## src/design/ddr3_pkg.sv

```systemverilog
package ddr3_pkg;

	//////////////////////
	// Timing in controller clock cycles
	//////////////////////

	localparam int T_PWR       = 58; // Whole power-up window
	localparam int T_RST_REL   = 5;  // Memory reset release point
	localparam int T_CKE_ON    = 9;  // CKE rise point
	localparam int T_ZQ        = 2;  // ZQ calibration window
	localparam int T_MRD       = 4;  // Gap between mode register loads
	localparam int T_RCD       = 5;  // Activate to column command
	localparam int T_WL        = 4;  // Write latency
	localparam int T_CL        = 5;  // CAS latency
	localparam int T_RP        = 5;  // Precharge period
	localparam int BURST_BEATS = 4;  // BL4 style burst
	localparam int BEAT_W      = 16; // DQ width

	//////////////////////
	// Mode register values
	//////////////////////

	localparam logic [13:0] MR0_VAL = 14'h0518; // DLL reset, burst and CL setup
	localparam logic [13:0] MR1_VAL = 14'h0016; // DLL enable, drive strength
	localparam logic [13:0] MR2_VAL = 14'h0000; // CWL default
	localparam logic [13:0] MR3_VAL = 14'h0000; // MPR off
	localparam logic [13:0] ZQ_ADDR = 14'h0400; // A10 high selects long calibration

	//////////////////////
	// Widths
	//////////////////////

	typedef logic [26:0]       cpu_addr_t; // CPU byte address
	typedef logic [63:0]       cpu_word_t; // CPU data word
	typedef logic [BEAT_W-1:0] dq_beat_t;  // One beat on the DQ bus
	typedef logic [13:0]       mem_addr_t; // Row or column on A[13:0]
	typedef logic [2:0]        bank_t;     // BA[2:0]
	typedef logic [5:0]        tmr_t;      // Per-state timer

	// Controller FSM states
	typedef enum logic [3:0] {
		POWERUP,
		ZQ_CAL,
		CAL_DONE,
		MRLOAD,
		IDLE,
		ACT,
		WRITE,
		READ,
		WBURST,
		RBURST,
		AUTORP,
		DONE
	} ctrl_state_t;

	// One CPU request as held by the controller
	typedef struct packed {
		cpu_addr_t addr;
		cpu_word_t wr_data;
		logic      is_write; // 1 for write
	} cpu_req_t;

	// DDR3 command and control pins
	typedef struct packed {
		logic      rst_n;
		logic      cke;
		logic      odt;
		logic      cs_n;
		logic      ras_n;
		logic      cas_n;
		logic      we_n;
		bank_t     ba;
		mem_addr_t addr;
	} mem_cmd_t;

endpackage

```

## src/design/ddr3_req_latch.sv

```systemverilog
`timescale 1ns/1ps

module ddr3_req_latch import ddr3_pkg::*; (
	input  logic      i_cont_if_cpu,
	input  logic      i_cont_if_cpu_rst_n,
	input  logic      i_cpu_valid,
	input  logic      i_cpu_cmd,     // 1 means write
	input  cpu_addr_t i_cpu_addr,
	input  cpu_word_t i_cpu_wr_data,
	input  logic      i_idle,        // FSM sits in IDLE
	output logic      o_cpu_data_rdy,
	output cpu_req_t  o_req,
	output logic      o_start        // One-cycle kick to the FSM
);

	logic accept; // Handshake completes this edge

	// Ready drops as soon as a request is taken, FSM follows one cycle later
	assign o_cpu_data_rdy = i_idle & ~o_start;
	assign accept         = i_cpu_valid & o_cpu_data_rdy; // Valid without ready is dropped

	// Request payload
	always_ff @(posedge i_cont_if_cpu) begin
		if (accept) begin
			o_req.addr     <= i_cpu_addr;
			o_req.wr_data  <= i_cpu_wr_data;
			o_req.is_write <= i_cpu_cmd;
		end
	end

	// Start pulse
	always_ff @(posedge i_cont_if_cpu or negedge i_cont_if_cpu_rst_n) begin
		if (!i_cont_if_cpu_rst_n)
			o_start <= 1'b0;
		else
			o_start <= accept;
	end

	//////////////////////
	// Checks
	//////////////////////

	// FSM must leave IDLE right after a start, else ready would reopen for a second one
	a_one_start : assert property (@(posedge i_cont_if_cpu) disable iff (!i_cont_if_cpu_rst_n)
		o_start |=> !i_idle)
		else $error("start pulsed again without an IDLE in between");

endmodule

```

## src/design/ddr3_cmd_fsm.sv

```systemverilog
`timescale 1ns/1ps

module ddr3_cmd_fsm import ddr3_pkg::*; (
	input  logic        i_cont_if_cpu,
	input  logic        i_cont_if_cpu_rst_n,
	input  logic        i_start,
	input  cpu_req_t    i_req,
	output mem_cmd_t    o_mem_cmd,
	output ctrl_state_t o_state,
	output tmr_t        o_tmr,
	output logic        o_idle
);

	ctrl_state_t state, state_nxt;
	tmr_t        tmr;
	tmr_t        last_tmr; // Final timer value of the current state
	logic        tmr_done;
	mem_addr_t   row, col;
	bank_t       bank;
	logic        is_act, is_rd; // Decoded command flags for the checks

	// Address split
	assign row  = i_req.addr[26:13];
	assign bank = i_req.addr[12:10];
	assign col  = {4'b0000, i_req.addr[9:3], 3'b000}; // A10 stays low, no auto precharge

	//////////////////////
	// State timer
	//////////////////////

	always_comb begin
		unique case (state)
			POWERUP : last_tmr = tmr_t'(T_PWR - 1);
			ZQ_CAL  : last_tmr = tmr_t'(T_ZQ - 1);
			MRLOAD  : last_tmr = tmr_t'(4 * T_MRD - 1);
			ACT     : last_tmr = tmr_t'(T_RCD - 1);
			WRITE   : last_tmr = tmr_t'(T_WL - 1);
			READ    : last_tmr = tmr_t'(T_CL - 1);
			WBURST,
			RBURST  : last_tmr = tmr_t'(BURST_BEATS - 1);
			AUTORP  : last_tmr = tmr_t'(T_RP - 1);
			default : last_tmr = '0; // Single-cycle states and IDLE
		endcase
	end
	assign tmr_done = (tmr == last_tmr);

	always_comb begin
		state_nxt = state;
		unique case (state)
			POWERUP  : if (tmr_done) state_nxt = ZQ_CAL;
			ZQ_CAL   : if (tmr_done) state_nxt = CAL_DONE;
			CAL_DONE : state_nxt = MRLOAD;
			MRLOAD   : if (tmr_done) state_nxt = IDLE;
			IDLE     : if (i_start) state_nxt = ACT;
			ACT      : if (tmr_done) state_nxt = i_req.is_write ? WRITE : READ;
			WRITE    : if (tmr_done) state_nxt = WBURST;
			READ     : if (tmr_done) state_nxt = RBURST;
			WBURST,
			RBURST   : if (tmr_done) state_nxt = AUTORP;
			AUTORP   : if (tmr_done) state_nxt = DONE;
			DONE     : state_nxt = IDLE;
			default  : state_nxt = POWERUP;
		endcase
	end

	always_ff @(posedge i_cont_if_cpu or negedge i_cont_if_cpu_rst_n) begin
		if (!i_cont_if_cpu_rst_n) begin
			state <= POWERUP;
			tmr   <= '0;
		end else begin
			state <= state_nxt;
			if (state_nxt != state)
				tmr <= '0;           // Fresh count per state
			else if (state != IDLE)
				tmr <= tmr + 1'b1;
		end
	end

	//////////////////////
	// Command decode
	//////////////////////

	always_comb begin
		o_mem_cmd = '{rst_n: 1'b1, cke: 1'b1, odt: 1'b0, cs_n: 1'b0, ras_n: 1'b1,
			cas_n: 1'b1, we_n: 1'b1, ba: '0, addr: '0}; // NOP
		unique case (state)
			POWERUP : begin
				o_mem_cmd.rst_n = (tmr >= tmr_t'(T_RST_REL));
				o_mem_cmd.cke   = (tmr >= tmr_t'(T_CKE_ON));
				o_mem_cmd.cs_n  = (tmr < tmr_t'(T_CKE_ON)); // Deselected until CKE is up
			end
			ZQ_CAL : if (tmr == '0) begin
				o_mem_cmd.we_n = 1'b0; // ZQCL
				o_mem_cmd.addr = ZQ_ADDR;
			end
			MRLOAD : if (tmr % T_MRD == 0) begin
				o_mem_cmd.ras_n = 1'b0; // MRS
				o_mem_cmd.cas_n = 1'b0;
				o_mem_cmd.we_n  = 1'b0;
				o_mem_cmd.ba    = bank_t'(3 - tmr / T_MRD); // MR3 first, MR0 last
				case (o_mem_cmd.ba)
					3'd3    : o_mem_cmd.addr = MR3_VAL;
					3'd2    : o_mem_cmd.addr = MR2_VAL;
					3'd1    : o_mem_cmd.addr = MR1_VAL;
					default : o_mem_cmd.addr = MR0_VAL;
				endcase
			end
			ACT : if (tmr == '0) begin
				o_mem_cmd.ras_n = 1'b0; // Open row
				o_mem_cmd.ba    = bank;
				o_mem_cmd.addr  = row;
			end
			WRITE : begin
				o_mem_cmd.odt = 1'b1; // Termination on for incoming write data
				if (tmr == '0) begin
					o_mem_cmd.cas_n = 1'b0;
					o_mem_cmd.we_n  = 1'b0;
					o_mem_cmd.ba    = bank;
					o_mem_cmd.addr  = col;
				end
			end
			READ : if (tmr == '0) begin
				o_mem_cmd.cas_n = 1'b0;
				o_mem_cmd.ba    = bank;
				o_mem_cmd.addr  = col;
			end
			WBURST : o_mem_cmd.odt = 1'b1;
			AUTORP : if (tmr == '0) begin
				o_mem_cmd.ras_n = 1'b0; // Precharge all
				o_mem_cmd.we_n  = 1'b0;
				o_mem_cmd.ba    = bank;
				o_mem_cmd.addr  = 14'h0400;
			end
			default : ; // NOP
		endcase
	end

	assign o_state = state;
	assign o_tmr   = tmr;
	assign o_idle  = (state == IDLE);

	//////////////////////
	// Checks
	//////////////////////

	assign is_act = !o_mem_cmd.cs_n && !o_mem_cmd.ras_n && o_mem_cmd.cas_n && o_mem_cmd.we_n;
	assign is_rd  = !o_mem_cmd.cs_n && o_mem_cmd.ras_n && !o_mem_cmd.cas_n && o_mem_cmd.we_n;

	a_act_one : assert property (@(posedge i_cont_if_cpu) disable iff (!i_cont_if_cpu_rst_n)
		is_act |=> o_mem_cmd.ras_n)
		else $error("activate held longer than one cycle");

	a_rcd : assert property (@(posedge i_cont_if_cpu) disable iff (!i_cont_if_cpu_rst_n)
		is_act |-> ##T_RCD (!o_mem_cmd.cas_n && o_mem_cmd.ras_n))
		else $error("column command not T_RCD after activate");

	// ODT stays off from the read command to the end of RBURST
	a_rd_odt : assert property (@(posedge i_cont_if_cpu) disable iff (!i_cont_if_cpu_rst_n)
		is_rd |-> !o_mem_cmd.odt [*(T_CL + BURST_BEATS)])
		else $error("ODT high during a read");

endmodule

```

## src/design/ddr3_write_burst.sv

```systemverilog
`timescale 1ns/1ps

module ddr3_write_burst import ddr3_pkg::*; (
	input  logic        i_cont_if_cpu,
	input  logic        i_cont_if_cpu_rst_n,
	input  ctrl_state_t i_state,
	input  tmr_t        i_tmr,
	input  cpu_word_t   i_wr_data,
	output dq_beat_t    o_dq,
	output logic        o_dq_oe
);

	logic       oe_nxt;  // Beat due next cycle
	logic [1:0] idx_nxt; // Which slice goes out next

	// Look one cycle ahead so the registered beat lines up with WBURST
	always_comb begin
		oe_nxt  = 1'b0;
		idx_nxt = '0;
		if (i_state == WRITE && i_tmr == tmr_t'(T_WL - 1)) begin
			oe_nxt = 1'b1; // Beat 0 at WBURST entry
		end else if (i_state == WBURST && i_tmr < tmr_t'(BURST_BEATS - 1)) begin
			oe_nxt  = 1'b1;
			idx_nxt = i_tmr[1:0] + 2'd1;
		end
	end

	always_ff @(posedge i_cont_if_cpu) begin
		if (oe_nxt)
			o_dq <= i_wr_data[idx_nxt * BEAT_W +: BEAT_W]; // Lowest slice first
	end

	always_ff @(posedge i_cont_if_cpu or negedge i_cont_if_cpu_rst_n) begin
		if (!i_cont_if_cpu_rst_n)
			o_dq_oe <= 1'b0;
		else
			o_dq_oe <= oe_nxt;
	end

	a_oe_len : assert property (@(posedge i_cont_if_cpu) disable iff (!i_cont_if_cpu_rst_n)
		$rose(o_dq_oe) |-> o_dq_oe [*BURST_BEATS] ##1 !o_dq_oe)
		else $error("write burst enable length wrong");

endmodule

```

## src/design/ddr3_read_capture.sv

```systemverilog
`timescale 1ns/1ps

module ddr3_read_capture import ddr3_pkg::*; (
	input  logic        i_cont_if_cpu,
	input  logic        i_cont_if_cpu_rst_n,
	input  ctrl_state_t i_state,
	input  tmr_t        i_tmr,
	input  dq_beat_t    i_dq,
	output cpu_word_t   o_cpu_rd_data,
	output logic        o_cpu_rd_data_valid
);

	logic beat_en;  // Memory drives a beat this cycle
	logic last_beat;

	assign beat_en   = (i_state == RBURST);
	assign last_beat = beat_en && (i_tmr == tmr_t'(BURST_BEATS - 1));

	//////////////////////
	// Beat assembly
	//////////////////////

	// Timer doubles as beat index, beat 0 into the low slice
	always_ff @(posedge i_cont_if_cpu) begin
		if (beat_en)
			o_cpu_rd_data[i_tmr[1:0] * BEAT_W +: BEAT_W] <= i_dq;
	end

	// Word complete once the last beat is in, flagged in first AUTORP cycle
	always_ff @(posedge i_cont_if_cpu or negedge i_cont_if_cpu_rst_n) begin
		if (!i_cont_if_cpu_rst_n)
			o_cpu_rd_data_valid <= 1'b0;
		else
			o_cpu_rd_data_valid <= last_beat;
	end

endmodule

```

## src/design/ddr3_ctrl_top.sv

```systemverilog
`timescale 1ns/1ps

module ddr3_ctrl_top import ddr3_pkg::*; (
	input  logic      i_cont_if_cpu,
	input  logic      i_cont_if_cpu_rst_n,
	// CPU side
	input  logic      i_cpu_valid,
	input  logic      i_cpu_cmd,
	input  cpu_addr_t i_cpu_addr,
	input  cpu_word_t i_cpu_wr_data,
	output logic      o_cpu_data_rdy,
	output cpu_word_t o_cpu_rd_data,
	output logic      o_cpu_rd_data_valid,
	// Memory side
	output mem_cmd_t  o_mem_cmd,
	output dq_beat_t  o_dq,
	output logic      o_dq_oe,
	input  dq_beat_t  i_dq
);

	cpu_req_t    req;   // Latched request
	logic        start;
	logic        idle;
	ctrl_state_t state;
	tmr_t        tmr;

	ddr3_req_latch u_req_latch (
		.i_cont_if_cpu       (i_cont_if_cpu),
		.i_cont_if_cpu_rst_n (i_cont_if_cpu_rst_n),
		.i_cpu_valid         (i_cpu_valid),
		.i_cpu_cmd           (i_cpu_cmd),
		.i_cpu_addr          (i_cpu_addr),
		.i_cpu_wr_data       (i_cpu_wr_data),
		.i_idle              (idle),
		.o_cpu_data_rdy      (o_cpu_data_rdy),
		.o_req               (req),
		.o_start             (start)
	);

	ddr3_cmd_fsm u_cmd_fsm (
		.i_cont_if_cpu       (i_cont_if_cpu),
		.i_cont_if_cpu_rst_n (i_cont_if_cpu_rst_n),
		.i_start             (start),
		.i_req               (req),
		.o_mem_cmd           (o_mem_cmd),
		.o_state             (state),
		.o_tmr               (tmr),
		.o_idle              (idle)
	);

	ddr3_write_burst u_write_burst (
		.i_cont_if_cpu       (i_cont_if_cpu),
		.i_cont_if_cpu_rst_n (i_cont_if_cpu_rst_n),
		.i_state             (state),
		.i_tmr               (tmr),
		.i_wr_data           (req.wr_data),
		.o_dq                (o_dq),
		.o_dq_oe             (o_dq_oe)
	);

	ddr3_read_capture u_read_capture (
		.i_cont_if_cpu       (i_cont_if_cpu),
		.i_cont_if_cpu_rst_n (i_cont_if_cpu_rst_n),
		.i_state             (state),
		.i_tmr               (tmr),
		.i_dq                (i_dq),
		.o_cpu_rd_data       (o_cpu_rd_data),
		.o_cpu_rd_data_valid (o_cpu_rd_data_valid)
	);

endmodule

```

## config.mk

```make
export PLATFORM = sky130hd
export DESIGN_NAME = ddr3_ctrl_top
export DESIGN_NICKNAME = d
export VERILOG_FILES = /design/src/design/ddr3_pkg.sv /design/src/design/ddr3_req_latch.sv /design/src/design/ddr3_cmd_fsm.sv /design/src/design/ddr3_write_burst.sv /design/src/design/ddr3_read_capture.sv /design/src/design/ddr3_ctrl_top.sv
export SDC_FILE = /design/constraint.sdc
export NUM_CORES = 1
export LEC_CHECK = 0
export ABC_AREA = 1
export BUFFER_PORTS_ARGS = -buffer_cell sky130_fd_sc_hd__buf_4
export CAP_MARGIN = 20
export CORE_MARGIN = 1
export CORE_UTILIZATION = 47
export DETAILED_ROUTE_END_ITERATION = 6
export PLACE_DENSITY_LB_ADDON = 0.15
export REMOVE_ABC_BUFFERS = 1
export SKIP_LAST_GASP = 1
export SYNTH_ARGS = -nofsm -noshare
export SYNTH_HDL_FRONTEND = slang
export SYNTH_SLANG_ARGS = --single-unit
export TNS_END_PERCENT = 1
```

## constraint.sdc

```tcl
create_clock -name i_cont_if_cpu -period 8.85 [get_ports i_cont_if_cpu]
set_input_delay 2.2125 -clock i_cont_if_cpu [delete_from_list [all_inputs] [get_ports i_cont_if_cpu]]
set_output_delay 2.2125 -clock i_cont_if_cpu [all_outputs]
set_load 0.03 [all_outputs]
```

Word-level counts from Yosys, hierarchy flattened:

Memories as Yosys holds them, arrays and structs flattened.
Index checks and enable logic that the tools add are counted.

* $add $sub $neg: 4
* order comparisons: 4
* eq/ne operators: 18
* shift operators: 3
* mux-type cells: 34
* bitwise gates (word level): 3
* reduce and logical (&&, ||, !) cells: 11

Operators by type and width (count)
* one-hot mux 14 bit (6 select lines): 1
* bitwise mux 64 bit: 1
* variable shift 16 x 34 -> 64 bit, first input constant: 1
* variable part select 16 x 34 -> 64 bit: 1
* variable part select 64 x 7 -> 16 bit: 1
* one-hot mux 4 bit (11 select lines): 1
* two-way mux 4 bit: 9
* two-way mux 17 bit: 2
* negation 6 -> 34 bit: 1
* logical NOT 32 bit: 1
* one-hot mux 11 bit (2 select lines): 1
* two-way mux 20 bit: 1
* two-way mux 19 bit: 1
* two-way mux 18 bit: 1
* == test 4 x 3 -> 1 bit, second input constant: 4
* == test 4 bit, second input constant: 4
* one-hot mux 3 bit (5 select lines): 1
* two-way mux 6 bit: 2
* two-way mux 11 bit: 1
* == test 4 x 2 -> 1 bit, second input constant: 2
* OR reduction 2 bit: 4
* adder 6 x 1 -> 6 bit, second input constant: 1
* == test 3 x 2 -> 1 bit, second input constant: 2
* == test 6 x 2 -> 1 bit, second input constant: 1
* 22 further kinds: 32

* bits in registers: 185
* memory bits (read-only): 96
* bits of input ports: 111
* output and inout bits: 107
* word-level logic and storage cells: 88
* memories kept: 1

Memories
* (name not given): depth 16, width 6, read ports 1, clocked after Yosys merged registers in 0, write ports 0, RTL line ddr3_cmd_fsm.sv:32 `unique case (state)`

Longest topological paths before layout:

Gate-level depths: netlist of run 1.

* depth after elaboration: 6
* mapped depth: 17
* mapped depth without buffers: 17

By module:

A second synthesis of run 1 with hierarchy kept.

* cell total of the unflattened synthesis: 716
* area, all modules: 8211.6 µm²

By module, submodules not included
* ddr3_req_latch: times used 1, cells each 98, area each 2811.4 µm², seq. area each 2787.7 µm²
* ddr3_read_capture: times used 1, cells each 198, area each 2602.5 µm², seq. area each 1946.9 µm²
* ddr3_write_burst: times used 1, cells each 198, area each 1411.4 µm², seq. area each 505.5 µm²
* ddr3_cmd_fsm: times used 1, cells each 222, area each 1386.3 µm², seq. area each 250.2 µm²

Least setup slack after synthesis of run 1:

Ideal clock, no wire load.

* path type: input to register
* start point: input i_cpu_valid
* end point: register u_req_latch.o_start
* library setup time: 787 ps
* arrival time: 8652 ps
* data required time: 8063 ps
* setup slack: -589 ps
* stages on the path: 1
* buffers on the path: 0
* cell sequence: nor3b_1

* word-level cells in the longest chain between the ends: 1

Ends and longest elaborated chain
* start, declared: RTL line ddr3_ctrl_top.sv:7 `input logic i_cpu_valid,`
* bitwise AND 1 bit: RTL line ddr3_req_latch.sv:20 `assign accept = i_cpu_valid & o_cpu_data_rdy;`
* end signal, assigned: RTL line ddr3_req_latch.sv:36 `o_start <= accept;`
* end, declared: RTL line ddr3_req_latch.sv:13 `output logic o_start`

No other way between the ends.
A chain may end at the register's enable or synchronous reset.

==> impl_metrics.toml, run 1 <==
[global_routing]
overflow = 0
grt_pass1_wl_mm = 27.5
grt_usage_pct = 22.3
grt_max_degree = 91
grt_pass1_vias = 5335
grt_antenna_before_repair = 0

[timing]
final.period_utilization_pct = 73.6
tightest_slew_ps = 1070
rsz0062_at_grt = "false"
slew_violations = 0
setup_ws_ps = 2330
relSlewSlack_pct = 28.8
fin_hold_ws_ps = 600
skew_ps = 8.37
timing_hold_violations_final = 0
setup_viol = 0
fin_crit_ps = 6520
clock.fmax_mhz = 153
tns_ps = 0

[synth]
synth.top_cell.area_share_pct = 67.0
ys_types = 38
synth_common_cells = "169 x edfxtp_1, 95 x nand2_1, 76 x nor2_1, 41 x inv_1, 36 x a21oi_1"
synthXorXnorAreaFrac_pct = 0.463
syn_area_per_cell_um2 = 12.4
synth_top_family_by_area = "simple AND/OR/NAND/NOR gates"
synth_area_leader_cell = "edfxtp_1"
synth_fa_ha_area_share_pct = 1.82
synth_area_leaders = "edfxtp_1 67%, nand2_1 4.7%, dfrtp_1 4.3%, nor2_1 3.8%, a21oi_1 2.4%"
synth_compound_area_share_pct = 5.82
synthMuxAreaShare_pct = 0
synth_flop_cell = "edfxtp_1"
async_flop_share_pct = 7.14
synth-simple-area-share_pct = 16.7
synth_seq_area_share_pct = 71.3
netlist_instances = 609
ys_seq_elements = 182
synth.most_common_cell = "edfxtp_1"
netlist_area_mm2 = 0.00757
ys_warn_count = 0
synth-edff-count = 169

[pwr]
power.density_mw_per_mm2 = 175
power.leakage_nw = 4.13
vdd_drop_max_mv = 0.124

[routing]
drc_errors = 0
wire_per_inst_um = 17.1
routed_wl_mm = 18.1
ant_nets = 0
num_vias = 5423
drtIter0Drc = 370
firstDrtPassIters = 5
viasPerCell = 5.14

[cts]
cts.clk_slew.worst_paths_ps = 70
clock_latency_ps = 440
ctsResizeCount = 0
cts_root_buf = "clkbuf_16"
clock_path_buffers = 2
ctsHtreeMaxLevel = 4
post_cts_buffers = 0
clock_sinks = 182
tritoncts.num_buffers = 17
cts_tree = "built"
cts_hold_buffers = 0

[layout]
multi_input_area_mm2 = 0.00189
final_util_pct = 63.3
ff_latch_area_mm2 = 0.00540
area_delta_synth_final_pct = 32.3
drive_above_1_share_pct = 35.1
antenna_cells = 0
fin_cells = 1056
final_nets = 949
fillers = 1239

[placement]
dp_hpwl_mm = 12.7
place.gp.congestion = 0.914
dp_cells = 1023
pre_cts_slack_ps = 2810
place.port_buffers = 214

[setup_path]
slowest_delay_ps = 830
crit_family = "simple AND/OR/NAND/NOR gates"
crit_buf_inv = 2
cp_max_fo = 24
cp_cell_sequence = "inv_1, ha_1, nand2_1, nor2_1, nand2_1, o21ai_0, buf_4"
crit_required_ps = 6640
cpMostUsedCell = "nand2_1"
crit_type = "flop to output port"
cp.arrival_ps = 4300
path_depth = 7
crit_path_end_kind = "output port"
cp_slowest_cell = "inv_1"
critPathLaunchType = "flop"
ff2ff_path_depth = 8

[floorplan]
initial_core_util_pct = 47.8
fp.dieW_um = 129
rows = 46
core-area_mm2 = 0.0158
die_area_mm2 = 0.0166
die_y_um = 129
ios = 218

[run_status]
run_status = "completed"

[worst_hold_path]
hp-class = "flop to flop"
holdPathStages = 2

[run]
drv_cap = 0
==> final timing paths <==
check / from / to / slack (ps)
worst max-delay path: u_cmd_fsm.o_tmr[0] / o_mem_cmd[4] / 2330
worst min-delay path: u_req_latch.o_req[9] / u_write_burst.o_dq[8] / 600
worst max register to register: u_cmd_fsm.o_tmr[0] / u_write_burst.o_dq[5] / 4300
worst min register to register: u_req_latch.o_req[9] / u_write_burst.o_dq[8] / 600
max in group asynchronous: i_cont_if_cpu_rst_n / u_cmd_fsm.o_tmr[0] / 7060
min in group asynchronous: i_cont_if_cpu_rst_n / u_req_latch.o_start / 1610
==> cell usage in the layout (no fill, tap or decap), types with 6 or more instances in the layout <==
cell type	count
nand2_2	11
buf_4	219
nor2_1	76
dfrtp_1	13
nor2_4	6
nand2_1	95
ha_1	11
inv_1	41
o21ai_0	7
nor3_2	6
nand3_1	34
clkbuf_16	17
a22oi_1	7
nor3_1	19
edfxtp_1	169
o22ai_1	19
inv_2	8
a21oi_1	36
==> report_power, final <==
part	switching [mW]	internal [mW]
registers	0	0.934
logic	0.0158	0.0320
clock network	0.342	0.424
==> layer usage <==
| layer | GRT usage, % | vias up | wire length [um] |
|---|---|---|---|
| met5 | 0 | - | 0 |
| met4 | 9.00 | 0 | 378 |
| met3 | 6.20 | 28 | 1400 |
| met2 | 37.1 | 240 | 8910 |
| met1 | 27.7 | 2574 | 7420 |
| li1 | - | 2581 | - |
==> per-stage QoR <==
stage / cell area, um^2 / total power [mW]
after floorplan: 7470 / 0.959
after global placement: 9390 / 0.999
after detailed placement: 9390 / 1.00
after CTS: 9990 / 1.76
after global routing: 10000 / 1.79
final: 10000 / 1.75
==> final cells by class <==
class / instances / area share (%)
multi-input combinational: 356 / 18.9
clock buffer: 17 / 4.25
inverter: 50 / 1.87
clock inverter: 15 / 1.70
timing repair buffer: 220 / 16.7
sequential: 182 / 53.9
tap: 216 / 2.70
==> sequential cells by signal, summed over array words and instances (netlist names) <==
name,cells
u_cmd_fsm.o_tmr,6
u_req_latch.o_start,1
u_cmd_fsm.o_state,4
u_req_latch.o_req,89
u_write_burst.o_dq_oe,1
u_write_burst.o_dq,16
u_read_capture.o_cpu_rd_data,64
u_read_capture.o_cpu_rd_data_valid,1
==> tightest hold or removal path: stages (launching register included) <==
cell,delay (ps)
edfxtp_1,330
a21oi_1,60
a21oi_1,100
==> logic make-up (layout without fill, tap and decap cells) <==
kind of cell / count (synthesis) / count (layout)
AO/OA/AOI/OAI: 76 / 76
XOR/XNOR: 4 / 4
adder cells (fa/ha/maj): 11 / 11
buffers and inverters: 71 / 302
flip-flops: 182 / 182
AND/OR/NAND/NOR: 265 / 265
Power figures use the tool's default switching activity.
==> inputs of run 2 (changes only) <==
ABC_AREA = 0   (was 1)
clock period = 5.72 ns   (was 8.85 ns; I/O delays follow)
==> impl_metrics.toml, run 2 <==
[routing]
wire_per_inst_um = 18.0
routed_wl_mm = 17.4
viasPerCell = 5.27
ant_nets = 0
firstDrtPassIters = 5
drc_errors = 0
drtIter0Drc = 342
num_vias = 5068

[setup_path]
cp_cell_sequence = "inv_1, ha_1, nand2b_1, nor4_2, nand2_1, nor2_1, and2_1, buf_4"
critPathLaunchType = "flop"
crit_required_ps = 4290
crit_type = "flop to output port"
crit_path_end_kind = "output port"
cp.arrival_ps = 3340
crit_buf_inv = 2
slowest_delay_ps = 580
cp_slowest_cell = "dfrtp_1"
cp_max_fo = 15
crit_family = "simple AND/OR/NAND/NOR gates"

[synth]
syn_area_per_cell_um2 = 14.6
synthXorXnorAreaFrac_pct = 0.804
synth_flop_cell = "edfxtp_1"
synth_compound_area_share_pct = 8.59
ys_seq_elements = 182
ys_types = 55
async_flop_share_pct = 7.14
synth.top_cell.area_share_pct = 66.5
ys_warn_count = 0
synth_common_cells = "169 x edfxtp_1, 71 x and2_1, 30 x a21oi_1, 23 x mux2i_1, 21 x o22ai_1"
synthMuxAreaShare_pct = 3.02
synth_seq_area_share_pct = 70.8
netlist_area_mm2 = 0.00763
synth_area_leader_cell = "edfxtp_1"
synth_area_leaders = "edfxtp_1 67%, and2_1 5.8%, dfrtp_1 4.3%, mux2i_1 3.0%, a21oi_1 2.0%"
synth-simple-area-share_pct = 12.9
netlist_instances = 524
synth_top_family_by_area = "simple AND/OR/NAND/NOR gates"
synth-edff-count = 169
synth_fa_ha_area_share_pct = 1.80
synth.most_common_cell = "edfxtp_1"

[timing]
final.period_utilization_pct = 83.5
timing_hold_violations_final = 0
relSlewSlack_pct = 28.0
skew_ps = 9.54
tns_ps = 0
setup_viol = 0
fin_crit_ps = 4770
fin_hold_ws_ps = 595
tightest_slew_ps = 1080
rsz0062_at_grt = "false"
clock.fmax_mhz = 209
slew_violations = 0

[layout]
layout_commonest_cell = "buf_4"
final_cell_area_mm2 = 0.0100
largest_reg_flops = 89
antenna_cells = 0
area_delta_synth_final_pct = 31.6
drive_above_1_share_pct = 35.5
regMostFlops = "u_req_latch.o_req"
fillers = 1200
final_nets = 855
final_cell_mix = "215 x buf_4, 169 x edfxtp_1, 70 x and2_1"

[global_routing]
overflow = 0
grt_pass1_wl_mm = 26.6
grt_pass1_vias = 5042
grt_usage_pct = 21.5
grt_antenna_before_repair = 0
grt_max_degree = 91

[pwr]
power_frac_seq_pct = 53.2
finalPower_mw = 2.72
vdd_drop_max_mv = 0.201
power.leakage_nw = 3.95
sw_frac_of_total_pct = 20.5
power.density_mw_per_mm2 = 270
p_switching_mw = 0.557
p_int_mw = 2.16
clkPwrFrac_pct = 44.4
pwr-share-comb_pct = 2.4

[run]
drv_cap = 0

[run_status]
run_status = "completed"

[cts]
post_cts_buffers = 0
clock_latency_ps = 430
clock_path_buffers = 2
tritoncts.num_buffers = 17
clock_sinks = 182
ctsResizeCount = 0
cts_root_buf = "clkbuf_16"
cts_hold_buffers = 0
ctsHtreeMaxLevel = 4
cts.clk_slew.worst_paths_ps = 70
cts_tree = "built"

[floorplan]
rows = 46
initial_core_util_pct = 48.0
die_y_um = 129
ios = 218
core-area_mm2 = 0.0159
die_area_mm2 = 0.0167
fp.dieW_um = 129

[placement]
place.port_buffers = 214
place_area_mm2 = 0.00940
dp_hpwl_mm = 11.6
place.gp.congestion = 0.833

[worst_hold_path]
hp-class = "flop to flop"
run 2: cell types whose count changed after synthesis, sizes merged, moves of 5 or more:
cell	change
a21oi	-5
and2	+71
and3	+5
buf	+11
clkbuf	-6
inv	-43
mux2i	+23
nand2	-89
nand2b	+8
nand3	-36
nor2	-64
nor2b	+5
nor3	-9
o21ai	+12
run 2: worst paths after layout:
path	slack, ps	cells past startpoint	from	end
worst max register to register	2580	7	u_cmd_fsm.o_state[1]	u_write_burst.o_dq[7]
worst min register to register	600	2	u_req_latch.o_req[44]	u_write_burst.o_dq[11]
worst min-delay path	600	2	u_req_latch.o_req[44]	u_write_burst.o_dq[11]
min in group asynchronous	850	1	i_cont_if_cpu_rst_n	u_cmd_fsm.o_tmr[4]
worst max-delay path	950	8	u_cmd_fsm.o_tmr[0]	o_mem_cmd[0]
max in group asynchronous	4690	1	i_cont_if_cpu_rst_n	u_read_capture.o_cpu_rd_data_valid
run 2: power groups by stage:
stage	clock network, mW	registers, mW	logic, mW
2_1_floorplan	0	1.47	0.00380
3_3_place_gp	0	1.47	0.0636
3_5_place_dp	0	1.47	0.0658
4_1_cts	1.22	1.44	0.0660
5_1_grt	1.28	1.44	0.0711
6_report	1.21	1.44	0.0656
run 2: per-stage QoR:
| step | cells | setup slack (ps) | utilization, % |
|---|---|---|---|
| 3_5_place_dp | 929 | 1410 | 59.2 |
| 3_3_place_gp | 929 | 1610 | 59.2 |
| 2_1_floorplan | 498 | 1320 | - |
| 4_1_cts | 961 | 940 | 63.1 |
| 5_1_grt | 962 | 557 | 63.2 |
| 6_report | 962 | 946 | 63.2 |
run 2: layout make-up:
| class | count | area (um^2) | share of cell area (%) |
|---|---|---|---|
| Tap cell | 216 | 270 | 2.69 |
| Clock inverter | 14 | 188 | 1.87 |
| Timing Repair Buffer | 216 | 1640 | 16.3 |
| Clock buffer | 18 | 429 | 4.27 |
| Multi-Input combinational cell | 310 | 2090 | 20.8 |
| Sequential cell | 182 | 5400 | 53.8 |
| Inverter | 6 | 22.5 | 0.224 |
run 2: cells by family (layout without fill, tap and decap cells):
group / Yosys count / count (layout)
AND/OR/NAND/NOR: 169 / 169
AO/OA/AOI/OAI: 100 / 100
flip-flops: 182 / 182
buffers and inverters: 32 / 254
XOR/XNOR: 7 / 7
multiplexers: 23 / 23
adder cells (fa/ha/maj): 11 / 11
run 2: worst min-delay path: stages, from the launching register on:
cell,delay (ps)
edfxtp_1,320
o22ai_1,60
a21oi_1,100
run 2: layer usage:
metal | GRT usage [%] | vias up | share of wire (%)
met5 | 0 | - | 0
met4 | 7.66 | 0 | 1.7
met3 | 6.48 | 23 | 8.2
met2 | 36.2 | 204 | 49
met1 | 26.2 | 2460 | 41
li1 | - | 2381 | -
==> inputs of run 3 (changes only) <==
CORE_UTILIZATION = 50   (was 47)
clock period = 4.91 ns   (was 5.72 ns; I/O delays follow)
==> impl_metrics.toml, run 3 (synthesis results as in run 2) <==
[routing]
viasPerCell = 5.42
drtIter0Drc = 349
firstDrtPassIters = 7
wire_per_inst_um = 18.1
drc_errors = 15
ant_nets = 0
num_vias = 5052
routed_wl_mm = 16.9

[setup_path]
cp.arrival_ps = 3360
cp_max_fo = 15
crit_required_ps = 3680
crit_type = "flop to output port"
critPathLaunchType = "flop"
crit_path_end_kind = "output port"
cp-endpoint = "o_mem_cmd[11]"
startpoint = "u_cmd_fsm.o_tmr[0]"
rrSetupSlack_ps = 1800
ff2ff_path_depth = 7
worstReg2RegEnd = "u_write_burst.o_dq[14]"
reg2reg_from = "u_cmd_fsm.o_state[1]"

[timing]
fin_crit_ps = 4590
clock.fmax_mhz = 218
skew_ps = 10.7
tightest_slew_ps = 1030
relSlewSlack_pct = 31.2
tns_ps = 0
rsz0062_at_grt = "false"
fin_hold_ws_ps = 595
slew_violations = 0
setup_viol = 0
timing_hold_violations_final = 0
final.period_utilization_pct = 93.5

[layout]
final_nets = 857
regMostFlops = "u_req_latch.o_req"
layout_commonest_cell = "buf_4"
largest_reg_flops = 89
final_cell_mix = "217 x buf_4, 169 x edfxtp_1, 70 x and2_1"
antenna_cells = 0
final_util_pct = 67.9
area_delta_synth_final_pct = 30.8
fin_cells = 932
drive_above_1_share_pct = 35.3

[floorplan]
rows = 44
die_area_mm2 = 0.0158
initial_core_util_pct = 51.9
ios = 218
fp.dieW_um = 126
die_y_um = 126
core-area_mm2 = 0.0147

[run]
drv_cap = 0

[cts]
clock_sinks = 182
cts_tree = "built"
clock_path_buffers = 2
cts_root_buf = "clkbuf_16"
ctsHtreeMaxLevel = 4
cts_hold_buffers = 0
cts.clk_slew.worst_paths_ps = 70
clock_latency_ps = 430
tritoncts.num_buffers = 17
post_cts_buffers = 0
ctsResizeCount = 0

[global_routing]
grt_max_degree = 91
grt_usage_pct = 22.2
grt_antenna_before_repair = 0
grt_pass1_vias = 4952
overflow = 0
grt_pass1_wl_mm = 26.4

[worst_hold_path]
worstHoldStart = "u_req_latch.o_req[45]"
hp-class = "flop to flop"

[pwr]
pwr-share-comb_pct = 2.5
vdd_drop_max_mv = 0.288
power.leakage_nw = 3.95
p_switching_mw = 0.599
sw_frac_of_total_pct = 19.4
power.density_mw_per_mm2 = 310
clkPwrFrac_pct = 43.1
power_frac_seq_pct = 54.4
p_int_mw = 2.49
finalPower_mw = 3.09

[placement]
dp_hpwl_mm = 11.3
place.port_buffers = 214
dp_cells = 899
place.gp.congestion = 0.842

[run_status]
violations = "DRC"
run_status = "complete, but fails checks"
[run 3: changes by cell type in the layout (fill, tap and decap cells not counted), sizes merged]
cell    delta
clkinv     +2
buf        +2
inv        -2
[run 3: how the worst min path moves through the flow]
stage,end,slack [ps],cells after the start
floorplan,u_write_burst.o_dq[11],560,2
global placement,u_write_burst.o_dq[11],570,2
detailed placement,u_write_burst.o_dq[3],580,2
CTS,u_write_burst.o_dq[3],600,2
global route,u_write_burst.o_dq[12],630,2
finish,u_write_burst.o_dq[12],600,2
[run 3: worst max-delay path, cell delays in order, from the launching register on]
cell and delay [ps]:
dfrtp_1 570, inv_1 300, ha_1 390, nand2b_1 160
nor4_2 430, nand2_1 330, nor2_1 380, and2_1 210
buf_4 170
[run 3: metrics by stage]
| step | cell area, um^2 | worst slack (ps) |
|---|---|---|
| 3_3_place_gp | 9380 | 1010 |
| 3_5_place_dp | 9380 | 839 |
| 4_1_cts | 9950 | 331 |
| 2_1_floorplan | 7490 | 507 |
| 5_1_grt | 9980 | 82.5 |
| 6_report | 9980 | 318 |
[run 3: layout make-up]
cell class | count | area [um^2]
Clock inverter | 14 | 149
Fill cell | 1071 | 4720
Inverter | 6 | 22.5
Clock buffer | 18 | 429
Multi-Input combinational cell | 310 | 2090
Sequential cell | 182 | 5400
Timing Repair Buffer | 218 | 1660
Tap cell | 184 | 230
[run 3: power by group through the flow]
stage	logic [mW]	registers, mW	clock network, mW
after global routing	0.0820	1.68	1.42
final	0.0762	1.68	1.33
after global placement	0.0737	1.72	0
after floorplan	0.00442	1.72	0
after CTS	0.0770	1.68	1.36
after detailed placement	0.0768	1.72	0
[run 3: layer usage]
| layer | routed length, um | vias to the layer above | global-route usage [%] |
|---|---|---|---|
| met2 | 8310 | 215 | 36.4 |
| li1 | - | 2385 | - |
| met1 | 6990 | 2436 | 27.8 |
| met5 | 0 | - | 0 |
| met4 | 195 | 0 | 7.75 |
| met3 | 1360 | 16 | 6.93 |
